===== src/lsu_pkg.sv =====
package lsu_pkg;

  // ************************************************************************
  // widths and trap codes
  // ************************************************************************

  localparam int XLEN       = 32;
  localparam int STRB_W     = XLEN / 8;
  localparam int REG_ADDR_W = 5;
  localparam int MEM_OP_W   = 5;

  typedef logic [XLEN-1:0]       word_t;
  typedef logic [REG_ADDR_W-1:0] reg_addr_t;
  typedef logic [STRB_W-1:0]     strb_t;
  typedef logic [1:0]            byte_off_t;

  // mcause values for misaligned data accesses
  localparam word_t TRAP_LOAD_MISALIGNED  = 32'd4;
  localparam word_t TRAP_STORE_MISALIGNED = 32'd6;

  // ************************************************************************
  // enums
  // ************************************************************************

  // bit 4 marks a memory op, bit 3 a store
  // bit 2 unsigned load, bits 1:0 access size
  typedef enum logic [MEM_OP_W-1:0] {
    MEM_NONE = 5'b00000,
    MEM_LB   = 5'b10000,
    MEM_LH   = 5'b10001,
    MEM_LW   = 5'b10010,
    MEM_LBU  = 5'b10100,
    MEM_LHU  = 5'b10101,
    MEM_SB   = 5'b11000,
    MEM_SH   = 5'b11001,
    MEM_SW   = 5'b11010
  } mem_op_t;

  typedef enum logic {
    ACC_IDLE,
    ACC_WAIT
  } access_state_t;

  // ************************************************************************
  // stage structs
  // ************************************************************************

  // executed instruction entering the memory stage
  typedef struct packed {
    logic      valid;
    word_t     pc;
    word_t     pc_plus_4;
    reg_addr_t rd_addr;
    mem_op_t   mem_op;
    // jal or jalr
    logic      is_link;
    // also the memory address
    word_t     alu_result;
    word_t     store_wdata;
    logic      trap_valid;
    word_t     trap_mcause;
  } ex_mem_t;

  // result toward writeback
  typedef struct packed {
    logic      valid;
    reg_addr_t rd_addr;
    word_t     rd_wdata;
    logic      trap_valid;
    word_t     trap_mcause;
    word_t     trap_pc;
  } mem_wb_t;

  // data memory request, held stable until done
  typedef struct packed {
    logic  valid;
    logic  wen;
    word_t addr;
    word_t wdata;
    strb_t strb;
  } dmem_req_t;

endpackage


===== src/load_align.sv =====
`timescale 1ns/1ps

module load_align (
  input  lsu_pkg::mem_op_t   mem_op_i,
  input  lsu_pkg::byte_off_t byte_off_i,
  input  lsu_pkg::word_t     rdata_i,
  output lsu_pkg::word_t     rdata_o,
  output lsu_pkg::strb_t     rstrb_o,
  output logic               misaligned_o
);
  import lsu_pkg::*;

  logic [7:0]  lane_byte;
  logic [15:0] lane_half;

  // addressed byte and halfword of the returned word
  always_comb
  begin
    lane_byte = rdata_i[{byte_off_i, 3'b000} +: 8];
    lane_half = byte_off_i[1] ? rdata_i[31:16] : rdata_i[15:0];
  end

  always_comb
  begin
    rdata_o      = '0;
    rstrb_o      = '0;
    misaligned_o = 1'b0;
    case (mem_op_i)
      MEM_LB:
      begin
        rdata_o = {{(XLEN-8){lane_byte[7]}}, lane_byte};
        rstrb_o = strb_t'(1) << byte_off_i;
      end
      MEM_LBU:
      begin
        rdata_o = {{(XLEN-8){1'b0}}, lane_byte};
        rstrb_o = strb_t'(1) << byte_off_i;
      end
      MEM_LH:
      begin
        rdata_o      = {{(XLEN-16){lane_half[15]}}, lane_half};
        rstrb_o      = byte_off_i[1] ? 4'b1100 : 4'b0011;
        // halfword must sit on an even address
        misaligned_o = byte_off_i[0];
      end
      MEM_LHU:
      begin
        rdata_o      = {{(XLEN-16){1'b0}}, lane_half};
        rstrb_o      = byte_off_i[1] ? 4'b1100 : 4'b0011;
        misaligned_o = byte_off_i[0];
      end
      MEM_LW:
      begin
        rdata_o      = rdata_i;
        rstrb_o      = 4'b1111;
        misaligned_o = |byte_off_i;
      end
      default:
      begin
        // stores and non-memory ops touch no read lanes
        rdata_o      = '0;
        rstrb_o      = '0;
        misaligned_o = 1'b0;
      end
    endcase
  end

endmodule


===== src/mem_stage.sv =====
`timescale 1ns/1ps

module mem_stage (
  input  logic               clk_i,
  input  logic               rst_i,
  input  lsu_pkg::ex_mem_t   ex_i,
  input  lsu_pkg::word_t     mem_rdata_i,
  input  logic               mem_done_i,
  output logic               stall_o,
  output lsu_pkg::dmem_req_t mem_req_o,
  output lsu_pkg::mem_wb_t   wb_o
);
  import lsu_pkg::*;

  ex_mem_t       ex_q;
  mem_wb_t       wb_d;
  mem_wb_t       wb_q;
  access_state_t state_q;
  access_state_t state_d;

  mem_op_t   op;
  byte_off_t byte_off;
  logic      entry_trap;
  logic      is_load;
  logic      is_store;
  logic      mem_access;

  word_t load_data;
  strb_t rstrb;
  logic  load_misaligned;
  word_t store_data;
  strb_t wstrb;
  logic  store_misaligned;

  // ************************************************************************
  // stage register
  // ************************************************************************

  // holds while an access waits for done
  always_ff @(posedge clk_i)
  begin
    if (rst_i)
    begin
      ex_q.valid      <= 1'b0;
      ex_q.trap_valid <= 1'b0;
    end
    else if (!stall_o)
    begin
      ex_q <= ex_i;
    end
  end

  // invalid or already trapped entries must not reach memory
  always_comb
  begin
    entry_trap = ex_q.valid & ex_q.trap_valid;
    if (!ex_q.valid || ex_q.trap_valid)
    begin
      op = MEM_NONE;
    end
    else
    begin
      op = ex_q.mem_op;
    end
    byte_off = ex_q.alu_result[1:0];
    is_load  = op inside {MEM_LB, MEM_LH, MEM_LW, MEM_LBU, MEM_LHU};
    is_store = op inside {MEM_SB, MEM_SH, MEM_SW};
  end

  load_align load_align_inst (
    .mem_op_i     (op),
    .byte_off_i   (byte_off),
    .rdata_i      (mem_rdata_i),
    .rdata_o      (load_data),
    .rstrb_o      (rstrb),
    .misaligned_o (load_misaligned)
  );

  store_align store_align_inst (
    .mem_op_i     (op),
    .byte_off_i   (byte_off),
    .wdata_i      (ex_q.store_wdata),
    .wdata_o      (store_data),
    .wstrb_o      (wstrb),
    .misaligned_o (store_misaligned)
  );

  // ************************************************************************
  // memory request
  // ************************************************************************

  // misaligned accesses trap without a request
  assign mem_access = (is_load | is_store) & ~load_misaligned & ~store_misaligned;

  always_comb
  begin
    state_d = state_q;
    case (state_q)
      ACC_IDLE:
      begin
        if (mem_access)
        begin
          state_d = ACC_WAIT;
        end
      end
      ACC_WAIT:
      begin
        if (mem_done_i)
        begin
          state_d = ACC_IDLE;
        end
      end
      default:
      begin
        state_d = ACC_IDLE;
      end
    endcase
  end

  always_ff @(posedge clk_i)
  begin
    if (rst_i)
    begin
      state_q <= ACC_IDLE;
    end
    else
    begin
      state_q <= state_d;
    end
  end

  // valid pulses once on entry; the rest follows the held stage register
  always_comb
  begin
    mem_req_o.valid = (state_q == ACC_IDLE) & mem_access;
    mem_req_o.wen   = is_store;
    mem_req_o.addr  = ex_q.alu_result;
    mem_req_o.wdata = store_data;
    mem_req_o.strb  = is_store ? wstrb : rstrb;
  end

  // released in the done cycle so the next entry loads on the retiring edge
  assign stall_o = mem_access & ~((state_q == ACC_WAIT) & mem_done_i);

  // ************************************************************************
  // trap priority and writeback select
  // ************************************************************************

  always_comb
  begin
    wb_d.valid       = ex_q.valid;
    wb_d.trap_valid  = 1'b0;
    wb_d.trap_mcause = '0;
    wb_d.trap_pc     = '0;
    if (entry_trap)
    begin
      // earlier stage wins
      wb_d.trap_valid  = 1'b1;
      wb_d.trap_mcause = ex_q.trap_mcause;
      wb_d.trap_pc     = ex_q.pc;
    end
    else if (store_misaligned)
    begin
      wb_d.trap_valid  = 1'b1;
      wb_d.trap_mcause = TRAP_STORE_MISALIGNED;
      wb_d.trap_pc     = ex_q.pc;
    end
    else if (load_misaligned)
    begin
      wb_d.trap_valid  = 1'b1;
      wb_d.trap_mcause = TRAP_LOAD_MISALIGNED;
      wb_d.trap_pc     = ex_q.pc;
    end

    if (ex_q.is_link)
    begin
      wb_d.rd_wdata = ex_q.pc_plus_4;
    end
    else if (is_load)
    begin
      wb_d.rd_wdata = load_data;
    end
    else
    begin
      wb_d.rd_wdata = ex_q.alu_result;
    end

    // no register write for a trap or a bubble
    if (!ex_q.valid || wb_d.trap_valid)
    begin
      wb_d.rd_addr = '0;
    end
    else
    begin
      wb_d.rd_addr = ex_q.rd_addr;
    end
  end

  // ************************************************************************
  // output register
  // ************************************************************************

  always_ff @(posedge clk_i)
  begin
    if (rst_i)
    begin
      wb_q.valid      <= 1'b0;
      wb_q.trap_valid <= 1'b0;
    end
    else if (stall_o)
    begin
      // bubble while the access is outstanding
      wb_q.valid      <= 1'b0;
      wb_q.trap_valid <= 1'b0;
    end
    else
    begin
      wb_q <= wb_d;
    end
  end

  assign wb_o = wb_q;

endmodule


===== src/store_align.sv =====
`timescale 1ns/1ps

module store_align (
  input  lsu_pkg::mem_op_t   mem_op_i,
  input  lsu_pkg::byte_off_t byte_off_i,
  input  lsu_pkg::word_t     wdata_i,
  output lsu_pkg::word_t     wdata_o,
  output lsu_pkg::strb_t     wstrb_o,
  output logic               misaligned_o
);
  import lsu_pkg::*;

  // data is replicated across lanes so the strobes alone pick the target
  always_comb
  begin
    wdata_o      = wdata_i;
    wstrb_o      = '0;
    misaligned_o = 1'b0;
    case (mem_op_i)
      MEM_SB:
      begin
        wdata_o = {4{wdata_i[7:0]}};
        wstrb_o = strb_t'(1) << byte_off_i;
      end
      MEM_SH:
      begin
        wdata_o      = {2{wdata_i[15:0]}};
        wstrb_o      = byte_off_i[1] ? 4'b1100 : 4'b0011;
        // same rule as halfword loads
        misaligned_o = byte_off_i[0];
      end
      MEM_SW:
      begin
        wdata_o      = wdata_i;
        wstrb_o      = 4'b1111;
        misaligned_o = |byte_off_i;
      end
      default:
      begin
        // loads and non-memory ops write nothing
        wdata_o      = wdata_i;
        wstrb_o      = '0;
        misaligned_o = 1'b0;
      end
    endcase
  end

endmodule


===== config.mk =====
export PLATFORM = sky130hd
export DESIGN_NAME = mem_stage
export DESIGN_NICKNAME = d
export VERILOG_FILES = /design/src/lsu_pkg.sv /design/src/load_align.sv /design/src/mem_stage.sv /design/src/store_align.sv
export SDC_FILE = /design/constraint.sdc
export NUM_CORES = 1
export LEC_CHECK = 0
export ABC_AREA = 1
export BUFFER_PORTS_ARGS = -buffer_cell sky130_fd_sc_hd__buf_2
export CAP_MARGIN = 40
export CORE_MARGIN = 10
export CORE_UTILIZATION = 35
export CTS_CLUSTER_DIAMETER = 80
export DETAILED_ROUTE_END_ITERATION = 6
export PLACE_DENSITY = 0.67
export SLEW_MARGIN = 15
export SYNTH_ARGS = -nofsm -noshare
export SYNTH_HDL_FRONTEND = slang
export SYNTH_SLANG_ARGS = --single-unit

===== constraint.sdc =====
create_clock -name clk_i -period 20 [get_ports clk_i]
set_input_delay 3 -clock clk_i [delete_from_list [all_inputs] [get_ports clk_i]]
set_output_delay 3 -clock clk_i [all_outputs]
set_load 0.02 [all_outputs]

; ---- Yosys cells after proc, flatten, opt, wreduce, memory -nomap -nowiden
; Cells that the tools add are included.
; Widths: inputs -> output; s select.
[op_classes]
n_eq_ne = 8
shift = 2
n_mux = 18
bitwise = 13
n_reduce_logical = 10
[ops]
columns = cell, count
row1 = $mux 65, 3
row2 = $pmux 32 s5, 1
row3 = $mux 32, 2
row4 = $pmux 32 s2, 1
row5 = $eq 5x5->1 const B, 8
row6 = $shiftx 32x6->8, 1
row7 = $pmux 4 s3, 2
row8 = $mux 16, 1
row9 = $mux 4, 2
row10 = $reduce_or 2->1, 4
row11 = $and 1x1->1, 6
row12 = $not 1->1, 6
row13 = $pmux 1 s2, 3
row14 = $mux 5, 1
row15 = $reduce_bool 5->1, 1
row16 = $shl 1x2->4 const A, 1
row17 = $reduce_bool 3->1, 1
row18 = $logic_or 1x1->1, 2
row19 = $mux 1, 2
row20 = $reduce_and 2->1, 1
row21 = $logic_not 1->1, 1
row22 = $or 1x1->1, 1
[word_totals]
register_bits = 277
in_bits = 208
wordCells = 68

; ---- Depth between registers and ports, before layout
; Gate-level depths: netlist of the first run.
[logic_depth]
word_depth = 12
ltp_mapped = 10

; ---- Cells and area by module
; Synthesis of the first run repeated with hierarchy kept, for this count alone.
[unflattened]
hier_cells = 990
hier_area_um2 = 11716.2
[modules_own_cells]
columns = mod, instances, cells_per_inst, area_each_um2, seq_area_each_um2
row1 = mem_stage, 1, 654, 10029.6, 8267.9
row2 = load_align, 1, 214, 1097.3, 0.0
row3 = store_align, 1, 122, 589.3, 0.0

; ---- Least setup slack after synthesis of the first run
; OpenSTA, ideal clock, no wires.
[synth_path]
path_kind = in2reg
startpoint = input mem_done_i
endpoint = register ex_q[0] in the netlist's numbering, enable pin
t_arrival_ns = 8.524
required_ns = 19.377
path_slack_ns = 10.853
path_stages = 4
path_cell_list = nand2_1 nand4_2 nand2_1 inv_1
[synth_via]
elab_chain_cells = 5
[synth_rtl]
columns = item, line
row1 = start: declaration, mem_stage.sv:8  ; input logic mem_done_i,
row2 = $and 1x1->1, mem_stage.sv:143  ; assign stall_o = mem_access & ~((state_q == ACC_WAIT) & mem_done_i);
row3 = $not 1->1, mem_stage.sv:143
row4 = $and 1x1->1, mem_stage.sv:143
row5 = $not 1->1 (no line), -
row6 = $reduce_and 2->1 (no line), -
row7 = end signal: assignment, mem_stage.sv:49  ; ex_q <= ex_i;
row8 = end: declaration, mem_stage.sv:15  ; ex_mem_t ex_q;
; Every way passes these cells.
; A chain may end at the register's enable or synchronous reset.

; ---- Worst setup path in the final report of the first run
[layout_path]
startpoint = input mem_done_i
endpoint = output stall_o
[layout_via]
elab_chain_cells = 3
[layout_rtl]
columns = item, line
row1 = $and 1x1->1, mem_stage.sv:143
row2 = $not 1->1, mem_stage.sv:143
row3 = $and 1x1->1, mem_stage.sv:143
row4 = end: declaration, mem_stage.sv:9  ; output logic stall_o,
; Every way passes these cells.

==> results of run 1 <==
## per-layer routing
| layer | routed length, um | part of all wire |
|---|---|---|
| met5 | 46 | 0.0014 |
| met4 | 996 | 0.029 |
| met3 | 3490 | 0.10 |
| met2 | 16600 | 0.49 |
| met1 | 12900 | 0.38 |
## where the power goes
part           internal (W)  switching, W  leakage [nW]  total, W
Sequential         0.000682     0.0000138          2.71  0.000696
Clock              0.000304      0.000218         0.449  0.000522
Combinational     0.0000439     0.0000920          3.29  0.000136
Total               0.00103      0.000324          6.45   0.00135
## flip-flops by register name, summed over array words and instances (netlist names)
name and flops:
ex_q 141, mem_req_o 32, state_q 1, wb_o 103
## cells by family after synthesis
kind of cell,count (synthesis)
flops,277
simple gates,383
compound gates,74
buf+inv,193
## worst max-delay path: stages
cell                      delay [ns]
sky130_fd_sc_hd__buf_2          0.11
sky130_fd_sc_hd__nand2_1        0.07
sky130_fd_sc_hd__nand4_2        0.16
sky130_fd_sc_hd__inv_1          0.08
sky130_fd_sc_hd__buf_2          0.18
## worst paths after layout
check	startpoint	to	cells past startpoint
max	mem_done_i	stall_o	5
min	state_q	state_q	2
max reg2reg	ex_q[172]	wb_o[36]	10
min reg2reg	state_q	state_q	2
## cell usage after synthesis (all sizes together)
master	number	area, um^2
o22ai	10	62.6
a31oi	2	12.5
inv	126	473
clkbuf	10	37.5
nand4	11	81.3
o21ai	55	275
a21oi	4	20.0
nor3	1	16.3
nor2	143	676
nand3	39	253
dfxtp	5	100
clkinv	1	3.75
o2111ai	2	17.5
buf	56	425
nand2	189	739
edfxtp	272	8170
o21bai	1	7.51
## area by class of cell
class / instances / area, um^2 / share of cell area
clock inverter: 10 / 111 / 0.00772
tap: 435 / 544 / 0.0378
antenna: 7 / 17.5 / 0.00121
timing repair buffer: 389 / 2030 / 0.141
clock buffer: 42 / 805 / 0.0558
multi-input combinational: 457 / 2160 / 0.150
inverter: 127 / 484 / 0.0336
sequential: 277 / 8270 / 0.573
## stage by stage
step                      utilization  area (um^2)
after floorplan                     -        11400
after global placement          0.421        13400
after detailed placement        0.423        13500
after CTS                       0.452        14400
after global routing            0.453        14400
final                           0.453        14400
==> qor.json, run 1 <==
{
  "finalWeightedCongestion": 0.846,
  "finalHoldViolations": 0,
  "synth_top_family_by_area": "simple AND/OR/NAND/NOR gates",
  "instances_no_fill": 1744,
  "cap_viol_max_count": 0,
  "cellLeakagePower_nw": 6.45,
  "synthesis.nets": 1135,
  "netlist_area_um2": 11400,
  "p_total_w": 0.00135,
  "dp_hpwl_mm": 25.9,
  "timing.clock.skew_ns": 0.0220,
  "most-common-layout-cells": "sky130_fd_sc_hd__buf_2, sky130_fd_sc_hd__edfxtp_1, sky130_fd_sc_hd__nand2_1",
  "cts_inserted_buffers": 29,
  "min-delay-path-class": "flop to flop",
  "globalRouteMet1Util": 0.185,
  "initial_utilization": 0.358,
  "cts_hold_repair.buffers": 0,
  "power-per-cell-area_nw_per_um2": 93.9,
  "worst_skew_pair.late_latency_ns": 0.57,
  "startpoint_type": "primary input",
  "netlist-cell-type-count": 29,
  "synthesis.instances": 927,
  "cts_max_path_buffers": 3,
  "synth-compound-area-share": 0.0348,
  "detail_route.iter0.violations": 504,
  "grt_first_pass_wirelength_mm": 49.9,
  "synth_xor_xnor_area_share": 0,
  "antenna_found_initial": 9,
  "post_route_cells_drive_above_1_share": 0.378,
  "postSynthAreaPerCell_um2": 12.3,
  "vdd_ir_drop_max_mv": 0.0643,
  "io_buffer_count": 381,
  "drc": 0,
  "cts_tree": "yes",
  "postLayoutSetupSlackWorst_ns": 13.39,
  "crit_required_ns": 17.00,
  "final-setup-viol-count": 0,
  "h-tree-depth": 1,
  "detailedRoute.firstPassIterationCount": 5,
  "layout.filler_cells": 2911,
  "place.detailed.instances": 1684,
  "status": "finished, final reports clean",
  "vias_in_the_first_global_route": 8040,
  "gr_overflow_total": 0,
  "groute.usage.overall": 0.161,
  "worstSetupEndpointType": "output pin",
  "multiplexer_area_fraction_after_synthesis": 0,
  "die-area_um2": 40100,
  "io_pins": 382,
  "r2r_slack_ns": 16.57,
  "cts_setup_buffers": 0,
  "worst-path-max-fanout": 5,
  "synthAdderAreaFrac": 0,
  "setup_repair_after_global_routing_missed_its_margin": "no",
  "ys_seq_elements": 277,
  "clk_root_buffer_cell": "sky130_fd_sc_hd__clkbuf_16",
  "preCtsSetupSlack_ns": 13.39,
  "wire_per_inst_um": 19.5,
  "post-route-min-period_ns": 6.61,
  "synth_simple_gate_area_frac": 0.155,
  "peak_freq_mhz": 151,
  "fp.dieH_um": 200,
  "grt_start_max_net_pins": 121,
  "fin_worst_hold_slack_ns": 0.480,
  "relSlewSlack": 0.487,
  "cp.arrival_ns": 3.61,
  "transition_time_at_the_pin_with_the_least_slew_margin_ns": 0.768,
  "final.setup.tns_ns": 0,
  "maxSlewViolCount": 0,
  "grt_most_used_layer": "met2",
  "synthesis.yosys.warnings": 0,
  "use_met3": 0.0616,
  "dieWidth_um": 200,
  "synth_seq_area_share": 0.727,
  "setup.worst_path.class": "primary input to output pin",
  "cts_sink_cnt": 277,
  "vias": 7933,
  "postRouteWirelength_mm": 34.1,
  "area_delta_synth_final_pct": 26.8,
  "clk_pin_slew_worst_paths_ns": 0.06,
  "final_nets": 1489,
  "globalRouteMet2Util": 0.274,
  "final_common_cell": "sky130_fd_sc_hd__buf_2",
  "design.core.area_um2": 31800,
  "finalCritPeriodShare": 0.330,
  "viasPerCell": 4.55,
  "final_antenna_net_count": 0,
  "placement_rows": 65,
  "ctsResizeCount": 0
}
Note: power is estimated with default switching activity, not from simulation.
==> run 2: changes to the inputs <==
- ABC_AREA: 1 -> 0
- PLACE_DENSITY: 0.67 -> 0.69
- clock period: 20 -> 5.4 ns (I/O delays scaled with it)
==> run 2 against run 1 <==
  * Cell area grew 1.9%
  * Non-clock buffer count grew 4
  * Sequential power grew to 3.7 times the previous value
  * Synthesized cell count shrank 17%
  * Setup slack lost 12 ns
  * Hold slack lost 0.075 ns
  * Sequential cell count is the same
  * Sequential share of layout area shrank 1.1 points
  * Combinational power grew to 3.6 times the previous value
  * Via count shrank 2.5%
  * Global-route usage shrank 0.37 points
  * Critical endpoint is now mem_req_o[23]
==> qor.json, run 2 <==
{
  "status": "finished, final reports clean",
  "dieWidth": {"value": 202, "unit": "um", "change": "+0.81%"},
  "power-per-cell-area": {"value": 362, "unit": "nW/um^2", "change": "+290%"},
  "ctsResizeCount": {"value": 0, "change": "unchanged"},
  "layout.core_utilization": {"value": 0.450, "change": "-0.00315"},
  "vias_in_the_first_global_route": {"value": 7924, "change": "-1.4%"},
  "p_sw": {"value": 0.00123, "unit": "W", "change": "+280%"},
  "final_nets": {"value": 1307, "change": "-12%"},
  "area_delta_synth_final": {"value": 26.9, "unit": "%", "change": "about the same"},
  "postSynthAreaPerCell": {"value": 15.1, "unit": "um^2", "change": "+23%"},
  "netlist_top_cells_area": "sky130_fd_sc_hd__edfxtp_1, sky130_fd_sc_hd__buf_4, sky130_fd_sc_hd__nand2_1, sky130_fd_sc_hd__and3_1, sky130_fd_sc_hd__o21ai_0",
  "antenna_found_initial": {"value": 15, "change": "+6"},
  "vdd_ir_drop_max": {"value": 0.267, "unit": "mV", "change": "+320%"},
  "drc": {"value": 0, "change": "unchanged"},
  "most_common_cell_in_the_synthesized_netlist": "sky130_fd_sc_hd__edfxtp_1",
  "cellLeakagePower": {"value": 5.92, "unit": "nW", "change": "-8.1%"},
  "cts_hold_repair.buffers": {"value": 0, "change": "unchanged"},
  "detailedRoute.firstPassIterationCount": {"value": 5, "change": "unchanged"},
  "cp_slowest_stage_delay": {"value": 0.70, "unit": "ns", "change": "+0.52 ns"},
  "transition_time_at_the_pin_with_the_least_slew_margin": {"value": 1.05, "unit": "ns", "change": "+0.277 ns"},
  "min_from": "ex_i[26]",
  "synthesis.nets": {"value": 973, "change": "-14%"},
  "min-delay-path-class": "primary input to flop",
  "dp_hpwl": {"value": 24.8, "unit": "mm", "change": "-4.2%"},
  "worstSetupEndpointType": "output pin",
  "power.share.sequential": {"value": 0.484, "change": "-0.030"},
  "largest_register": "ex_q",
  "cp.arrival": {"value": 2.97, "unit": "ns", "change": "-0.64 ns"},
  "grt_start_max_net_pins": {"value": 193, "change": "+60%"},
  "netSwitchingFraction": {"value": 0.232, "change": "-0.00651"},
  "netlist_area": {"value": 11600, "unit": "um^2", "change": "+1.8%"},
  "h-tree-depth": {"value": 1, "change": "unchanged"},
  "internal-power": {"value": 0.00408, "unit": "W", "change": "+300%"},
  "viasPerCell": {"value": 4.92, "change": "+8.1%"},
  "final-setup-viol-count": {"value": 0, "change": "unchanged"},
  "cts_inserted_buffers": {"value": 31, "change": "+6.9%"},
  "flip_flop_count_of_the_largest_register_after_layout": {"value": 141, "change": "unchanged"},
  "vias": {"value": 7732, "change": "-2.5%"},
  "timing.rr.end": "mem_req_o[38]",
  "synthDominantAreaCellType": "sky130_fd_sc_hd__edfxtp_1",
  "cts_tree": "yes",
  "post-route-min-period_ns": 3.78,
  "r2r_slack": {"value": 2.25, "unit": "ns", "change": "-14.32 ns"},
  "postRouteWirelength": {"value": 33.8, "unit": "mm", "change": "-0.65%"},
  "fin_worst_hold_slack": {"value": 0.404, "unit": "ns", "change": "-0.0754 ns"},
  "fp.dieH": {"value": 202, "unit": "um", "change": "+0.81%"},
  "gr_overflow_total": {"value": 0, "change": "unchanged"},
  "post_route_cells_drive_above_1_share": {"value": 0.444, "change": "+0.0665"},
  "groute.usage.overall": {"value": 0.158, "change": "-0.00370"},
  "combinationalPowerShare": {"value": 0.093, "change": "-0.007"},
  "relSlewSlack": {"value": 0.303, "change": "-0.184"},
  "io_buffer_count": {"value": 381, "change": "unchanged"},
  "finalWeightedCongestion": {"value": 0.818, "change": "-3.3%"},
  "met3RoutedLength": {"value": 3.19, "unit": "mm", "change": "-8.4%"},
  "wl_met1": {"value": 12.7, "unit": "mm", "change": "-1.2%"},
  "design.core.area": {"value": 32600, "unit": "um^2", "change": "+2.6%"},
  "finalHoldViolations": {"value": 0, "change": "unchanged"},
  "critical_path_cell_sequence": "nor2_2 > o2111a_4 > nor2_4 > mux2_2 > buf_2",
  "initial_utilization": {"value": 0.355, "change": "-0.00269"},
  "final_common_cell": "sky130_fd_sc_hd__buf_2",
  "most-common-layout-cells": "sky130_fd_sc_hd__buf_2, sky130_fd_sc_hd__edfxtp_1, sky130_fd_sc_hd__nand2_1",
  "crit_required": {"value": 4.59, "unit": "ns", "change": "-12.41 ns"},
  "placement_rows": {"value": 66, "change": "+1.5%"},
  "clk_root_buffer_cell": "sky130_fd_sc_hd__clkbuf_16",
  "synthesis.yosys.warnings": {"value": 0, "change": "unchanged"},
  "synthesis.instances": {"value": 765, "change": "-17%"},
  "io_pins": {"value": 382, "change": "unchanged"},
  "clock_network_fraction_of_design_power": {"value": 0.422, "change": "+0.037"},
  "final_antenna_net_count": {"value": 0, "change": "unchanged"},
  "wire_per_inst": {"value": 21.5, "unit": "um", "change": "+10%"},
  "worst_r2r_startpoint": "mem_req_o[37]",
  "clk_pin_slew_worst_paths": {"value": 0.06, "unit": "ns", "change": "about the same"},
  "cts_setup_buffers": {"value": 0, "change": "unchanged"},
  "synth-async-reset-ratio": {"value": 0, "change": "unchanged"},
  "maxSlewViolCount": {"value": 0, "change": "unchanged"},
  "highest-signal-layer": "met5",
  "synth_top_area_frac": {"value": 0.706, "change": "-0.0127"},
  "peak_freq_mhz": 265,
  "synth_ff_type": "sky130_fd_sc_hd__edfxtp_1",
  "cts_sink_cnt": {"value": 277, "change": "unchanged"},
  "min_path_cells": {"value": 1, "change": "-1"},
  "startpoint_type": "flop",
  "synth_edf_count": {"value": 272, "change": "unchanged"},
  "setup_repair_after_global_routing_missed_its_margin": "no",
  "ys_seq_elements": {"value": 277, "change": "unchanged"},
  "worst-path-max-fanout": {"value": 18, "change": "+13"},
  "setup.worst_path.class": "flop to output pin",
  "timing.clock.skew": {"value": 0.0172, "unit": "ns", "change": "-0.00478 ns"},
  "worst_skew_pair.late_latency": {"value": 0.58, "unit": "ns", "change": "about the same"},
  "netlist-cell-type-count": {"value": 70, "change": "+140%"},
  "cap_viol_max_count": {"value": 0, "change": "unchanged"},
  "finalCritPeriodShare": 0.700,
  "met2_wire_length": {"value": 16.8, "unit": "mm", "change": "+0.94%"},
  "cts_max_path_buffers": {"value": 3, "change": "unchanged"},
  "synth_seq_area_share": {"value": 0.714, "change": "-0.0129"},
  "worst-r2r-cell-count": {"value": 5, "change": "-5"},
  "grt_first_pass_wirelength": {"value": 49.7, "unit": "mm", "change": "-0.46%"},
  "detail_route.iter0.violations": {"value": 546, "change": "+8.3%"},
  "synthTopCellsByCount": "sky130_fd_sc_hd__edfxtp_1, sky130_fd_sc_hd__nand2_1, sky130_fd_sc_hd__buf_4, sky130_fd_sc_hd__o21ai_0, sky130_fd_sc_hd__and3_1",
  "crit_path_top_delay_cell": "sky130_fd_sc_hd__edfxtp_1",
  "die-area": {"value": 40700, "unit": "um^2", "change": "+1.6%"},
  "worstHoldEndpoint": "ex_q[26]"
}
-- run 2: kinds of logic (layout without fill, tap and decap cells) --
group           count (synthesis)  count (layout)  synth area share
xor+xnor                        1               1          0.000757
flops                         277             277             0.714
mux                            17              17            0.0238
compound gates                168             168             0.109
buf+inv                       108             466            0.0590
other cells                     0               8                 0
simple gates                  194             194            0.0931
-- run 2: worst max-delay path: cells and delay by family, from the launching register on --
kind	cells	cell delay, ns
compound gates	1	0.41
mux	1	0.39
flops	1	0.70
buf+inv	1	0.16
simple gates	2	0.71
-- run 2: final cells by class --
cell class                 instances  area (um^2)
antenna                            8         20.0
timing repair buffer             393         2030
clock inverter                    24          307
clock buffer                      33          783
multi-input combinational        380         2660
fill                            2948        17900
sequential                       277         8270
inverter                          16         60.1
tap                              442          553
-- run 2: metal layers --
metal,track usage,vias to the layer above
li1,-,3549
met1,0.183,3704
met2,0.265,400
met3,0.0555,65
met4,0.0553,14
met5,0,-
-- run 2: metrics by stage --
stage	instances	power, W	setup TNS [ns]	setup slack (ns)	instance area [um^2]
floorplan	765	0.00293	-247.16	-0.909	11600
global placement	1505	0.00310	0	2.31	13500
detailed placement	1508	0.00312	0	2.23	13600
CTS	1565	0.00538	0	1.58	14700
global route	1570	0.00551	0	1.45	14700
finish	1573	0.00531	0	1.62	14700
-- run 2: worst max path at each step --
stage | startpoint | end | slack [ns] | depth (start not counted)
detailed placement | ex_q[99] | mem_req_o[25] | 2.23 | 5
global placement | ex_q[102] | mem_req_o[23] | 2.31 | 6
CTS | ex_q[99] | mem_req_o[25] | 1.58 | 5
floorplan | ex_q[98] | ex_q[0] | -0.91 | 6
finish | ex_q[99] | mem_req_o[23] | 1.62 | 5
global route | ex_q[99] | mem_req_o[25] | 1.45 | 5
-- run 2: power groups by stage --
stage               sequential, W  combinational [W]  clock [W]
CTS                       0.00257           0.000503    0.00230
floorplan                 0.00267           0.000257          0
finish                    0.00257           0.000495    0.00224
global route              0.00258           0.000536    0.00239
detailed placement        0.00262           0.000501          0
global placement          0.00261           0.000487          0
==> run 3: changes to the inputs <==
- PLACE_DENSITY: 0.69 -> 0.67
- clock period: 5.4 -> 3.65 ns (I/O delays scaled with it)
==> run 3 against run 2 <==
  * Global-route usage barely moved
  * Register-to-register slack got worse by 1.3 ns
  * Cell count rose by 0.13%
  * Sequential share of layout area fell by 0.077 points
  * Clock skew rose by 0.0030 ns
  * Non-clock buffer count rose by 3
  * Die area did not move
  * Clock power rose by 47%
  * Setup slack got worse by 1.4 ns
  * Count of clock-buffer cells in the layout rose by 11
==> qor.json, run 3 (synthesized netlist as in run 2, its figures left out) <==
{
  "status": "finished, final reports clean",
  "min-delay-path-class": "primary input to flop",
  "postLayoutSetupSlackWorst": {"value": 0.176, "unit": "ns", "change": "-1.45 ns"},
  "place.detailed.instances": {"value": 1511, "change": "+0.20%"},
  "netSwitchingFraction": {"value": 0.231, "change": "-0.00155"},
  "clk_pin_slew_worst_paths": {"value": 0.06, "unit": "ns", "change": "about the same"},
  "finalWeightedCongestion": {"value": 0.831, "change": "+1.6%"},
  "post-route-min-period_ns": 3.47,
  "setup.worst_path.class": "flop to output pin",
  "wire_per_inst": {"value": 21.6, "unit": "um", "change": "+0.43%"},
  "power-per-cell-area": {"value": 533, "unit": "nW/um^2", "change": "+47%"},
  "startpoint_type": "flop",
  "postRouteWirelength": {"value": 34.0, "unit": "mm", "change": "+0.55%"},
  "groute.usage.overall": {"value": 0.158, "change": "+0.000249"},
  "peak_freq_mhz": 288,
  "timing.clock.skew": {"value": 0.0202, "unit": "ns", "change": "+0.00297 ns"},
  "final_common_cell": "sky130_fd_sc_hd__buf_2",
  "io_buffer_count": {"value": 381, "change": "unchanged"},
  "most-common-layout-cells": "sky130_fd_sc_hd__buf_2, sky130_fd_sc_hd__edfxtp_1, sky130_fd_sc_hd__nand2_1",
  "critPathLaunch": "ex_q[99]",
  "cap_viol_max_count": {"value": 0, "change": "unchanged"},
  "placement_rows": {"value": 66, "change": "unchanged"},
  "dpl-instance-area": {"value": 13600, "unit": "um^2", "change": "+0.17%"},
  "initial_utilization": {"value": 0.355, "change": "unchanged"},
  "combinationalPowerShare": {"value": 0.094, "change": "about the same"},
  "transition_time_at_the_pin_with_the_least_slew_margin": {"value": 0.796, "unit": "ns", "change": "-0.249 ns"},
  "antenna_found_initial": {"value": 12, "change": "-3"},
  "final-setup-viol-count": {"value": 0, "change": "unchanged"},
  "critical_path_cell_sequence": "nor2_2 > o2111a_4 > nor2_4 > mux2_2 > buf_2",
  "setup_repair_after_global_routing_missed_its_margin": "no",
  "worstSetupPathDepth": {"value": 5, "change": "unchanged"},
  "cts_tree": "yes",
  "final_nets": {"value": 1313, "change": "+0.46%"},
  "detailedRoute.firstPassIterationCount": {"value": 5, "change": "unchanged"},
  "internal-power": {"value": 0.00603, "unit": "W", "change": "+48%"},
  "cts_setup_buffers": {"value": 0, "change": "unchanged"},
  "min_path_cells": {"value": 1, "change": "unchanged"},
  "finalCritPeriodShare": 0.952,
  "cts_inserted_buffers": {"value": 34, "change": "+9.7%"},
  "detail_route.iter0.violations": {"value": 468, "change": "-14%"},
  "post_route_cells_drive_above_1_share": {"value": 0.444, "change": "-0.000690"},
  "io_pins": {"value": 382, "change": "unchanged"},
  "layout.filler_cells": {"value": 2936, "change": "-0.41%"},
  "critPathTopFamily": "simple AND/OR/NAND/NOR gates",
  "dp_hpwl": {"value": 25.0, "unit": "mm", "change": "+0.66%"},
  "vdd_ir_drop_max": {"value": 0.379, "unit": "mV", "change": "+42%"},
  "min_from": "ex_i[167]",
  "cts_max_path_buffers": {"value": 3, "change": "unchanged"},
  "flip_flop_count_of_the_largest_register_after_layout": {"value": 141, "change": "unchanged"},
  "instances_no_fill": {"value": 1575, "change": "+0.13%"},
  "clk_root_buffer_cell": "sky130_fd_sc_hd__clkbuf_16",
  "maxSlewViolCount": {"value": 0, "change": "unchanged"},
  "finalHoldViolations": {"value": 0, "change": "unchanged"},
  "grt_first_pass_wirelength": {"value": 49.2, "unit": "mm", "change": "-0.97%"},
  "clock_network_fraction_of_design_power": {"value": 0.421, "change": "about the same"},
  "final_area": {"value": 14700, "unit": "um^2", "change": "+0.14%"},
  "drc": {"value": 0, "change": "unchanged"},
  "ctsResizeCount": {"value": 0, "change": "unchanged"},
  "worst_r2r_startpoint": "ex_q[99]",
  "cts_sink_cnt": {"value": 277, "change": "unchanged"},
  "cp_slowest_stage_delay": {"value": 0.72, "unit": "ns", "change": "+0.02 ns"},
  "cp.arrival": {"value": 2.93, "unit": "ns", "change": "-0.04 ns"},
  "worst-r2r-cell-count": {"value": 5, "change": "unchanged"},
  "worstSetupEndpointType": "output pin",
  "design.core.area": {"value": 32600, "unit": "um^2", "change": "unchanged"},
  "worst_skew_pair.late_latency": {"value": 0.51, "unit": "ns", "change": "-0.07 ns"},
  "h-tree-depth": {"value": 2, "change": "+1"},
  "dieWidth": {"value": 202, "unit": "um", "change": "unchanged"},
  "gr_overflow_total": {"value": 0, "change": "unchanged"},
  "power.share.sequential": {"value": 0.485, "change": "about the same"},
  "vias": {"value": 7657, "change": "-0.97%"},
  "largest_register": "ex_q",
  "crit_required": {"value": 3.10, "unit": "ns", "change": "-1.49 ns"},
  "preCtsSetupSlack": {"value": 0.712, "unit": "ns", "change": "-1.52 ns"},
  "worst-path-max-fanout": {"value": 18, "change": "unchanged"},
  "cellLeakagePower": {"value": 5.94, "unit": "nW", "change": "+0.25%"},
  "cts_hold_repair.buffers": {"value": 0, "change": "unchanged"},
  "viasPerCell": {"value": 4.86, "change": "-1.1%"},
  "timing.critical_path.buf_inv": {"value": 1, "change": "unchanged"},
  "area_delta_synth_final_pct": 27.1,
  "relSlewSlack": {"value": 0.469, "change": "+0.166"},
  "crit_path_top_delay_cell": "sky130_fd_sc_hd__edfxtp_1",
  "p_sw": {"value": 0.00181, "unit": "W", "change": "+47%"},
  "fp.dieH": {"value": 202, "unit": "um", "change": "unchanged"},
  "grt_start_max_net_pins": {"value": 101, "change": "-48%"},
  "vias_in_the_first_global_route": {"value": 7867, "change": "-0.72%"},
  "final_antenna_net_count": {"value": 0, "change": "unchanged"},
  "die-area": {"value": 40700, "unit": "um^2", "change": "unchanged"}
}
[run 3: path summary, 6_finish.rpt]
kind	end	slack [ns]
max	mem_req_o[20]	0.18
min	ex_q[167]	0.21
max reg2reg	ex_q[122]	0.91
min reg2reg	state_q	0.52
[run 3: per-layer routing]
| metal | vias up | global-route usage | share of wire |
|---|---|---|---|
| li1 | 3566 | - | - |
| met1 | 3639 | 0.182 | 0.38 |
| met2 | 372 | 0.264 | 0.49 |
| met3 | 68 | 0.0560 | 0.091 |
| met4 | 12 | 0.0620 | 0.030 |
| met5 | - | 0 | 0.0023 |
[run 3: per-stage QoR]
stage	setup TNS (ns)	utilization	total power (W)	hold slack, ns
detailed placement	0	0.417	0.00462	0.507
CTS	0	0.450	0.00797	0.172
finish	0	0.451	0.00785	0.211
global route	0	0.451	0.00815	0.180
global placement	0	0.417	0.00460	0.500
floorplan	-723.16	-	0.00434	0.475
[run 3: layout make-up]
cell class | instances | area (um^2) | area share
Timing Repair Buffer | 396 | 2060 | 0.140
Clock buffer | 44 | 910 | 0.0619
Sequential cell | 277 | 8270 | 0.562
Inverter | 16 | 60.1 | 0.00408
Antenna cell | 6 | 15.0 | 0.00102
Clock inverter | 14 | 181 | 0.0123
Multi-Input combinational cell | 380 | 2660 | 0.181
Tap cell | 442 | 553 | 0.0376
[run 3: worst reg2reg max path, stage by stage, from the launching register on]
cell and delay, ns:
sky130_fd_sc_hd__edfxtp_1 0.72, sky130_fd_sc_hd__xor2_1 0.24, sky130_fd_sc_hd__a2bb2oi_2 0.10, sky130_fd_sc_hd__o21ba_4 0.36
sky130_fd_sc_hd__a31oi_4 0.38, sky130_fd_sc_hd__buf_12 0.42
[run 3: power groups by stage]
stage | sequential (W) | clock, W | combinational [W]
after floorplan | 0.00396 | 0 | 0.000380
after global placement | 0.00387 | 0 | 0.000731
after detailed placement | 0.00387 | 0 | 0.000743
after CTS | 0.00381 | 0.00341 | 0.000745
after global routing | 0.00383 | 0.00353 | 0.000792
final | 0.00381 | 0.00330 | 0.000735
